**config.mk**
```make
export PLATFORM = sky130hd
export DESIGN_NAME = armController
export DESIGN_NICKNAME = d
export VERILOG_FILES = /design/src/armCtrlPkg.sv /design/src/ctrlStagePkg.sv /design/src/flagFwdIf.sv /design/src/instrDecoder.sv /design/src/condCheck.sv /design/src/stageReg.sv /design/src/flagRegister.sv /design/src/armController.sv
export SDC_FILE = /design/constraint.sdc
export NUM_CORES = 1
export LEC_CHECK = 0
export BUFFER_PORTS_ARGS = -buffer_cell sky130_fd_sc_hd__buf_2
export CORE_UTILIZATION = 55
export CTS_CLUSTER_DIAMETER = 80
export DETAILED_ROUTE_END_ITERATION = 10
export MAX_ROUTING_LAYER = met4
export PLACE_DENSITY = 0.85
export SYNTH_ARGS = -nofsm -noshare
export SYNTH_HDL_FRONTEND = slang
export SYNTH_SLANG_ARGS = --single-unit
```
**constraint.sdc**
```tcl
create_clock -name clk -period 6.77 [get_ports clk]
set_clock_uncertainty 0.05 [all_clocks]
set_input_delay 0.3385 -clock clk [delete_from_list [all_inputs] [get_ports clk]]
set_output_delay 0.3385 -clock clk [all_outputs]
set_load 0.01 [all_outputs]
```
**src/armCtrlPkg.sv**
```systemverilog
package armCtrlPkg;

  // ============================================================
  // Instruction field positions
  // ============================================================
  localparam int InstrWidth  = 32;
  localparam int CondMsb     = 31;
  localparam int CondLsb     = 28;
  localparam int ClassMsb    = 27;
  localparam int ClassLsb    = 26;
  localparam int IBit        = 25;  // Immediate / register offset select
  localparam int OpMsb       = 24;
  localparam int OpLsb       = 21;
  localparam int UBit        = 23;  // Up/down for load and store offset
  localparam int BBit        = 22;  // Byte access
  localparam int SBit        = 20;  // Set flags, data processing
  localparam int LBit        = 20;  // Load when set, load/store
  localparam int RdMsb       = 15;
  localparam int RdLsb       = 12;
  localparam int RegShiftBit = 4;   // Shift by register, undefined for LDR/STR
  localparam logic [3:0] RegPc = 4'd15;

  // ============================================================
  // Encodings
  // ============================================================
  typedef enum logic [3:0] {
    condEq, condNe, condCs, condCc, condMi, condPl, condVs, condVc,
    condHi, condLs, condGe, condLt, condGt, condLe, condAl
  } condT;

  typedef enum logic [3:0] {
    opAnd, opEor, opSub, opRsb, opAdd, opAdc, opSbc, opRsc,
    opTst, opTeq, opCmp, opCmn, opOrr, opMov, opBic, opMvn
  } aluOpT;

  typedef enum logic [1:0] {
    classDataProc = 2'b00, classLoadStore = 2'b01,
    classBranch   = 2'b10, classOther     = 2'b11
  } opClassT;

  typedef struct packed {
    logic n;
    logic z;
    logic c;
    logic v;
  } flagsT;

  // Opcode sets, bit i set for opcode i
  localparam logic [15:0] LogicalOps = 16'b1111_0011_0000_0011;  // NZ update only
  localparam logic [15:0] CompareOps = 16'b0000_1111_0000_0000;  // No Rd write

endpackage

```
**src/ctrlStagePkg.sv**
```systemverilog
package ctrlStagePkg;

  // Controls held in Execute
  typedef struct packed {
    armCtrlPkg::condT  cond;
    logic              aluSrc;      // 1 selects the immediate
    armCtrlPkg::aluOpT aluControl;
    logic [1:0]        flagWrite;   // [1] NZ, [0] CV
    logic              branch;
    logic              memWrite;
    logic              memtoReg;
    logic              regWrite;
    logic              pcSrc;
    logic              byteAccess;  // LDRB/STRB
  } execCtrlT;

  // Controls held in Memory, already condition gated
  typedef struct packed {
    logic              memWrite;
    logic              memtoReg;
    logic              regWrite;
    logic              pcSrc;
    logic              setFlags;    // Flags ride along for forwarding
    armCtrlPkg::flagsT flagsNext;
    logic [3:0]        byteMask;
  } memCtrlT;

  // Controls held in Writeback
  typedef struct packed {
    logic              memtoReg;
    logic              regWrite;
    logic              pcSrc;
    logic              setFlags;
    armCtrlPkg::flagsT flagsNext;
  } wbCtrlT;

endpackage

```
**src/flagFwdIf.sv**
```systemverilog
`timescale 1ns/1ps

// Flag forwarding between the later stages, the flag register and Execute
interface flagFwdIf;
  import armCtrlPkg::*;

  flagsT flagsNextM;   // Next flags of the instruction in Memory
  logic  setFlagsM;
  flagsT flagsNextW;   // Next flags of the instruction in Writeback
  logic  setFlagsW;
  flagsT flagsE;       // Flags seen by the condition check

  // Flag register side, selects the forwarded value
  modport flags (input flagsNextM, setFlagsM, flagsNextW, setFlagsW, output flagsE);

  // Execute side
  modport exec (input flagsE);

endinterface

```
**src/instrDecoder.sv**
```systemverilog
`timescale 1ns/1ps

module instrDecoder (
  input  logic [armCtrlPkg::InstrWidth-1:0] instrD,
  output ctrlStagePkg::execCtrlT            dec,
  output logic [1:0]                        regSrcD,
  output logic [1:0]                        immSrcD
);
  import armCtrlPkg::*;

  logic [9:0] controls;
  logic       aluSrc, memtoReg, regWriteRaw, memWrite, branch, aluOp;
  logic [3:0] opcode;
  aluOpT      aluControl;
  logic [1:0] flagWrite;
  logic       regWrite, isCompare;
  opClassT    opClass;

  assign opClass = opClassT'(instrD[ClassMsb:ClassLsb]);
  assign opcode  = instrD[OpMsb:OpLsb];

  // Main control pattern by class and I/L bits
  // {regSrc, immSrc, aluSrc, memtoReg, regWrite, memWrite, branch, aluOp}
  always_comb begin
    case (opClass)
      classDataProc:
        if (instrD[IBit]) controls = 10'b00_00_1_0_1_0_0_1;  // DP immediate
        else              controls = 10'b00_00_0_0_1_0_0_1;  // DP register
      classLoadStore:
        if (instrD[IBit] & instrD[RegShiftBit]) controls = '0;  // Undefined space
        else if (instrD[LBit] & ~instrD[IBit])  controls = 10'b00_01_1_1_1_0_0_0;  // LDR imm
        else if (instrD[LBit])                  controls = 10'b00_01_0_1_1_0_0_0;  // LDR reg
        else if (~instrD[IBit])                 controls = 10'b10_01_1_0_0_1_0_0;  // STR imm
        else                                    controls = 10'b10_01_0_0_0_1_0_0;  // STR reg
      classBranch:                              controls = 10'b01_10_1_0_0_0_1_0;  // B
      default:                                  controls = '0;  // Coproc, SWI
    endcase
  end

  assign {regSrcD, immSrcD, aluSrc, memtoReg, regWriteRaw, memWrite, branch, aluOp} = controls;

  // ALU opcode and flag write
  always_comb begin
    if (memtoReg | memWrite) begin
      aluControl = instrD[UBit] ? opAdd : opSub;  // Offset up or down
      flagWrite  = 2'b00;
    end else if (aluOp) begin
      aluControl = aluOpT'(opcode);
      if (!instrD[SBit])           flagWrite = 2'b00;
      else if (LogicalOps[opcode]) flagWrite = 2'b10;  // C and V kept
      else                         flagWrite = 2'b11;
    end else if (branch) begin
      aluControl = opAdd;  // PC + offset
      flagWrite  = 2'b00;
    end else begin
      aluControl = opAnd;
      flagWrite  = 2'b00;
    end
  end

  assign isCompare = aluOp & CompareOps[opcode];  // TST/TEQ/CMP/CMN
  assign regWrite  = regWriteRaw & ~isCompare;

  always_comb begin
    dec            = '0;
    dec.cond       = condT'(instrD[CondMsb:CondLsb]);
    dec.aluSrc     = aluSrc;
    dec.aluControl = aluControl;
    dec.flagWrite  = flagWrite;
    dec.branch     = branch;
    dec.memWrite   = memWrite;
    dec.memtoReg   = memtoReg;
    dec.regWrite   = regWrite;
    dec.pcSrc      = (regWrite & (instrD[RdMsb:RdLsb] == RegPc)) | branch;  // PC write
    dec.byteAccess = (memtoReg | memWrite) & instrD[BBit];
  end

endmodule

```
**src/condCheck.sv**
```systemverilog
`timescale 1ns/1ps

module condCheck (
  input  ctrlStagePkg::execCtrlT ctrlE,
  input  logic [3:0]             aluFlagsE,  // NZCV from the ALU
  flagFwdIf.exec                 fwd,
  output ctrlStagePkg::memCtrlT  gated,
  output logic                   setFlagsE,
  output armCtrlPkg::flagsT      flagsNextE,
  output logic                   branchTakenE
);
  import armCtrlPkg::*;

  flagsT cur, alu;
  logic  condEx;

  assign cur = fwd.flagsE;  // Already forwarded
  assign alu = flagsT'(aluFlagsE);

  // ARM condition table
  always_comb begin
    case (ctrlE.cond)
      condEq:  condEx = cur.z;
      condNe:  condEx = ~cur.z;
      condCs:  condEx = cur.c;
      condCc:  condEx = ~cur.c;
      condMi:  condEx = cur.n;
      condPl:  condEx = ~cur.n;
      condVs:  condEx = cur.v;
      condVc:  condEx = ~cur.v;
      condHi:  condEx = cur.c & ~cur.z;
      condLs:  condEx = ~cur.c | cur.z;
      condGe:  condEx = (cur.n == cur.v);
      condLt:  condEx = (cur.n != cur.v);
      condGt:  condEx = ~cur.z & (cur.n == cur.v);
      condLe:  condEx = cur.z | (cur.n != cur.v);
      condAl:  condEx = 1'b1;
      default: condEx = 1'b0;  // NV space, never executes
    endcase
  end

  // Next flags, logical ops keep C and V
  always_comb begin
    flagsNextE.n = ctrlE.flagWrite[1] ? alu.n : cur.n;
    flagsNextE.z = ctrlE.flagWrite[1] ? alu.z : cur.z;
    flagsNextE.c = ctrlE.flagWrite[0] ? alu.c : cur.c;
    flagsNextE.v = ctrlE.flagWrite[0] ? alu.v : cur.v;
  end

  assign setFlagsE    = (ctrlE.flagWrite != 2'b00) & condEx;
  assign branchTakenE = ctrlE.branch & condEx;

  // Write gating, mask and flags filled in by the top
  always_comb begin
    gated          = '0;
    gated.memWrite = ctrlE.memWrite & condEx;
    gated.memtoReg = ctrlE.memtoReg & condEx;  // No read on a failed condition
    gated.regWrite = ctrlE.regWrite & condEx;
    gated.pcSrc    = ctrlE.pcSrc & condEx;
  end

endmodule

```
**src/stageReg.sv**
```systemverilog
`timescale 1ns/1ps

module stageReg #(
  parameter type payloadT = logic
) (
  input  logic    clk,
  input  logic    reset,
  input  logic    stall,
  input  logic    flush,
  input  payloadT d,
  output payloadT q
);

  // Stall beats flush, reset beats both
  always_ff @(posedge clk) begin
    if (reset)       q <= '0;
    else if (!stall) begin
      if (flush) q <= '0;  // Bubble
      else       q <= d;
    end
  end

endmodule

```
**src/flagRegister.sv**
```systemverilog
`timescale 1ns/1ps

module flagRegister (
  input  logic              clk,
  input  logic              reset,
  input  logic              stall,
  flagFwdIf.flags           fwd,
  output armCtrlPkg::flagsT flagsNzcv
);

  // ============================================================
  // NZCV state, written from Writeback
  // ============================================================
  always_ff @(posedge clk) begin
    if (reset) begin
      flagsNzcv <= '0;
    end else if (!stall && fwd.setFlagsW) begin
      flagsNzcv <= fwd.flagsNextW;
    end
  end

  // ============================================================
  // Forwarding to Execute
  // ============================================================
  // Youngest producer wins
  always_comb begin
    if (fwd.setFlagsM)      fwd.flagsE = fwd.flagsNextM;
    else if (fwd.setFlagsW) fwd.flagsE = fwd.flagsNextW;
    else                    fwd.flagsE = flagsNzcv;
  end

endmodule

```
**src/armController.sv**
```systemverilog
`timescale 1ns/1ps

module armController (
  input  logic                              clk,
  input  logic                              reset,
  input  logic [armCtrlPkg::InstrWidth-1:0] instrD,
  input  logic [3:0]                        aluFlagsE,
  input  logic [1:0]                        addrLowE,
  input  logic                              stall,
  input  logic                              flushE,
  output logic [1:0]                        regSrcD,
  output logic [1:0]                        immSrcD,
  output logic                              aluSrcE,
  output logic [3:0]                        aluControlE,
  output logic                              branchTakenE,
  output logic                              memWriteM,
  output logic [3:0]                        byteMaskM,
  output logic                              memtoRegW,
  output logic                              regWriteW,
  output logic                              pcSrcW,
  output logic [3:0]                        flagsNzcv
);
  import armCtrlPkg::*;
  import ctrlStagePkg::*;

  execCtrlT decD, ctrlE;
  memCtrlT  gatedE, memE, ctrlM;
  wbCtrlT   wbM, ctrlW;
  logic     setFlagsE;
  flagsT    flagsNextE, flagsQ;
  logic [3:0] byteMaskE;

  flagFwdIf u_flagFwd ();

  // ============================================================
  // Decode
  // ============================================================
  instrDecoder u_instrDecoder (.instrD, .dec(decD), .regSrcD, .immSrcD);

  stageReg #(.payloadT(execCtrlT)) u_regE (
    .clk, .reset, .stall, .flush(flushE), .d(decD), .q(ctrlE));

  // ============================================================
  // Execute
  // ============================================================
  condCheck u_condCheck (
    .ctrlE, .aluFlagsE, .fwd(u_flagFwd.exec), .gated(gatedE),
    .setFlagsE, .flagsNextE, .branchTakenE);

  // Word store writes all lanes, byte store one lane
  assign byteMaskE = ctrlE.byteAccess ? (4'b0001 << addrLowE) : 4'b1111;

  always_comb begin
    memE           = gatedE;
    memE.byteMask  = byteMaskE;
    memE.setFlags  = setFlagsE;
    memE.flagsNext = flagsNextE;
  end

  assign aluSrcE     = ctrlE.aluSrc;
  assign aluControlE = ctrlE.aluControl;

  stageReg #(.payloadT(memCtrlT)) u_regM (
    .clk, .reset, .stall, .flush(1'b0), .d(memE), .q(ctrlM));

  // ============================================================
  // Memory and Writeback
  // ============================================================
  assign wbM = '{memtoReg: ctrlM.memtoReg, regWrite: ctrlM.regWrite, pcSrc: ctrlM.pcSrc,
                 setFlags: ctrlM.setFlags, flagsNext: ctrlM.flagsNext};

  stageReg #(.payloadT(wbCtrlT)) u_regW (
    .clk, .reset, .stall, .flush(1'b0), .d(wbM), .q(ctrlW));

  assign u_flagFwd.flagsNextM = ctrlM.flagsNext;  // Forward sources
  assign u_flagFwd.setFlagsM  = ctrlM.setFlags;
  assign u_flagFwd.flagsNextW = ctrlW.flagsNext;
  assign u_flagFwd.setFlagsW  = ctrlW.setFlags;

  flagRegister u_flagRegister (
    .clk, .reset, .stall, .fwd(u_flagFwd.flags), .flagsNzcv(flagsQ));

  assign memWriteM = ctrlM.memWrite;
  assign byteMaskM = ctrlM.byteMask;
  assign memtoRegW = ctrlW.memtoReg;
  assign regWriteW = ctrlW.regWrite;
  assign pcSrcW    = ctrlW.pcSrc;
  assign flagsNzcv = flagsQ;

endmodule

```
==> impl_metrics.py <==
metrics = {
    "yosys": {
        "synth_edf_count": 0,
        "ys.flop_type": "dfxtp_1",
        "synthArstFlopShare_pct": 0,
        "ys_seq_area_share_pct": 40.02,
        "synth_seq_cells": 42,
        "syn_inst": 244,
        "synth.most_common_cell": "dfxtp_1",
        "synth_area_leaders": "dfxtp_1 40%, mux2i_1 7.6%, nor2_1 7.1%",
        "yosys-top-cells-count": "42 x dfxtp_1, 40 x nor2_1, 21 x a21oi_1",
        "synth.avg_cell_area_sq_um": 8.610,
        "synth_area_sq_um": 2101,
        "synth_top_area_share_pct": 40.02,
        "syn_nets": 286,
        "synth_top_cell_by_area": "dfxtp_1",
        "yosysUniqueCellTypes": 39,
        "yosys_warnings": 0,
    },
    "hold_path": {
        "hp-start": "instrD[31]",
        "hp-class": "input pin to flop",
    },
    "sta": {
        "setup_slack_ns": 3.736,
        "final-setup-viol-count": 0,
        "post-route-min-period_ns": 3.034,
        "fmax_ghz": 0.3296,
        "relSlewSlack_pct": 37.71,
        "finalHoldViolations": 0,
        "final_max_slew_viol_count": 0,
        "hold_slack_ns": 0.2202,
        "finalSetupTns_ns": 0,
        "tightest_slew_ns": 0.9343,
        "post-route-period-util_pct": 44.82,
        "rsz0062_at_grt": "false",
    },
    "global_route": {
        "antenna_found_initial": 0,
        "grt_max_degree": 53,
        "gr-total-overflow": 0,
        "grt_pass1_wl_um": 7417,
        "grt_usage_pct": 24.10,
        "grt_pass1_vias": 1698,
    },
    "routing": {
        "num_vias": 1808,
        "drc_errors": 0,
        "viasPerCell": 5.580,
        "ant_nets": 0,
        "routedWlPerCell_um": 13.42,
        "drt-total-wl_um": 4348,
        "dr.pass1.iters": 4,
        "drt-initial-drc-count": 135,
    },
    "clocking": {
        "ctsHoldBuffers": 0,
        "cts_buffer_depth": 2,
        "numCtsBuffers": 5,
        "cts-root-buf": "clkbuf_8",
        "cts_tree": "built",
        "post_cts_resized": 0,
        "clkTransAtPathRegs_ns": 0.07,
        "post-cts-setup-buffers": 0,
        "cts.sinks": 42,
        "clk-insertion-delay-late_ns": 0.30,
        "cts_max_level": 2,
    },
    "power": {
        "ir_drop_mv": 0.1424,
        "powerDensity_nw_per_um2": 199.8,
        "leakage_nw": 1.058,
    },
    "die": {
        "coreArea_sq_um": 3661,
        "die_x_um": 63.80,
        "die_h_um": 63.80,
        "start_util_pct": 57.38,
        "die_area_sq_um": 4070,
        "io_pins": 64,
        "rows": 22,
    },
    "critical_path": {
        "critPathMaxFanout": 6,
        "cp_data_arrival_time_ns": 2.65,
        "worstSetupPathType": "flop to primary output",
        "startpoint_type": "flop",
        "cp_data_required_time_ns": 6.38,
        "cp-end-kind": "primary output",
        "setup.worst_path.start": "u_regW.q[4]",
        "rr_startpoint": "u_regW.q[4]",
    },
    "placement": {
        "hpwl_um": 2918,
        "gp_congestion": 0.8569,
        "placed_cell_area_sq_um": 2272,
        "io_buffers": 48,
        "place_worst_setup_slack_ns": 4.069,
    },
    "finish": {
        "final_util_pct": 64.56,
        "syn2layout_area_growth_pct": 12.51,
        "fin_nets": 317,
        "drive_above_1_share_pct": 25.00,
        "diodes": 0,
        "design_area_sq_um": 2364,
    },
    "run": {
        "cap_viol_max_count": 0,
    },
    "outcome": {
        "status": "finished clean",
    },
}
## power breakdown
part / internal [mW] / leakage (nW) / switching [mW]
registers: 0.253 / 0.341 / 0.00528
clock network: 0.0823 / 0.0482 / 0.0844
logic: 0.0184 / 0.668 / 0.0288
## worst max-delay path: stages, from the launching register on
cell	delay, ns
dfxtp_1	0.45
mux2_2	0.39
mux4_2	0.48
xnor2_1	0.14
or3_1	0.31
and4_4	0.25
a21boi_1	0.18
buf_2	0.16
## routing by layer
metal	track usage, %	part of all wire [%]	up-vias
met3	4.464	3.3	7
met1	27.58	45	845
met4	11.36	1.8	0
met5	-	0	-
met2	40.56	50	41
li1	-	-	915
## flip-flops by register name, indices dropped and copies added (netlist names)
register and cells:
u_regM.q 13, u_flagRegister.flagsNzcv 4, u_regE.q 17, u_regW.q 8
## through the flow
step	power (mW)	instances
4_1_cts	0.4741	324
3_3_place_gp	0.3097	316
2_1_floorplan	0.2965	244
5_1_grt	0.4930	324
6_report	0.4721	324
3_5_place_dp	0.3109	316
## final timing paths
check,slack [ns],depth (start not counted),to
setup reg to reg,4.33,6,u_regM.q[8]
hold reg to reg,0.41,2,u_regE.q[5]
hold / removal,0.22,3,u_regE.q[16]
setup / recovery,3.74,7,branchTakenE
## layout by cell type, fill, tap and decap left out, types with 2 or more instances in the layout
cell type,n
nor4_1,4
or3_1,3
nor3_1,8
clkbuf_8,6
o41ai_2,4
mux2i_1,16
buf_2,48
mux2_2,5
nand2_1,17
nand2b_1,3
a21boi_1,2
o211ai_1,4
a31oi_1,2
a21oi_1,21
inv_1,14
nor2_1,40
a32oi_1,2
a22oi_1,10
dfxtp_1,42
o21ai_0,6
## logic make-up (layout without fill, tap and decap cells)
kind of cell | after synthesis | in the layout | share of synthesized area, %
buffers and inverters | 39 | 71 | 8.993
XOR/XNOR | 2 | 2 | 1.489
AO/OA/AOI/OAI | 59 | 59 | 20.73
multiplexers | 23 | 23 | 12.03
AND/OR/NAND/NOR | 79 | 79 | 16.74
flip-flops | 42 | 42 | 40.02
## cell type report
| class | count | area (sq um) |
|---|---|---|
| fill | 317 | 1297 |
| multi-input combinational | 163 | 1071 |
| sequential | 42 | 840.8 |
| timing repair buffer | 49 | 247.7 |
| clock buffer | 7 | 86.33 |
| tap | 48 | 60.06 |
| inverter | 14 | 52.55 |
| clock inverter | 1 | 5.005 |
No activity file was read; power rests on OpenSTA's default activity.
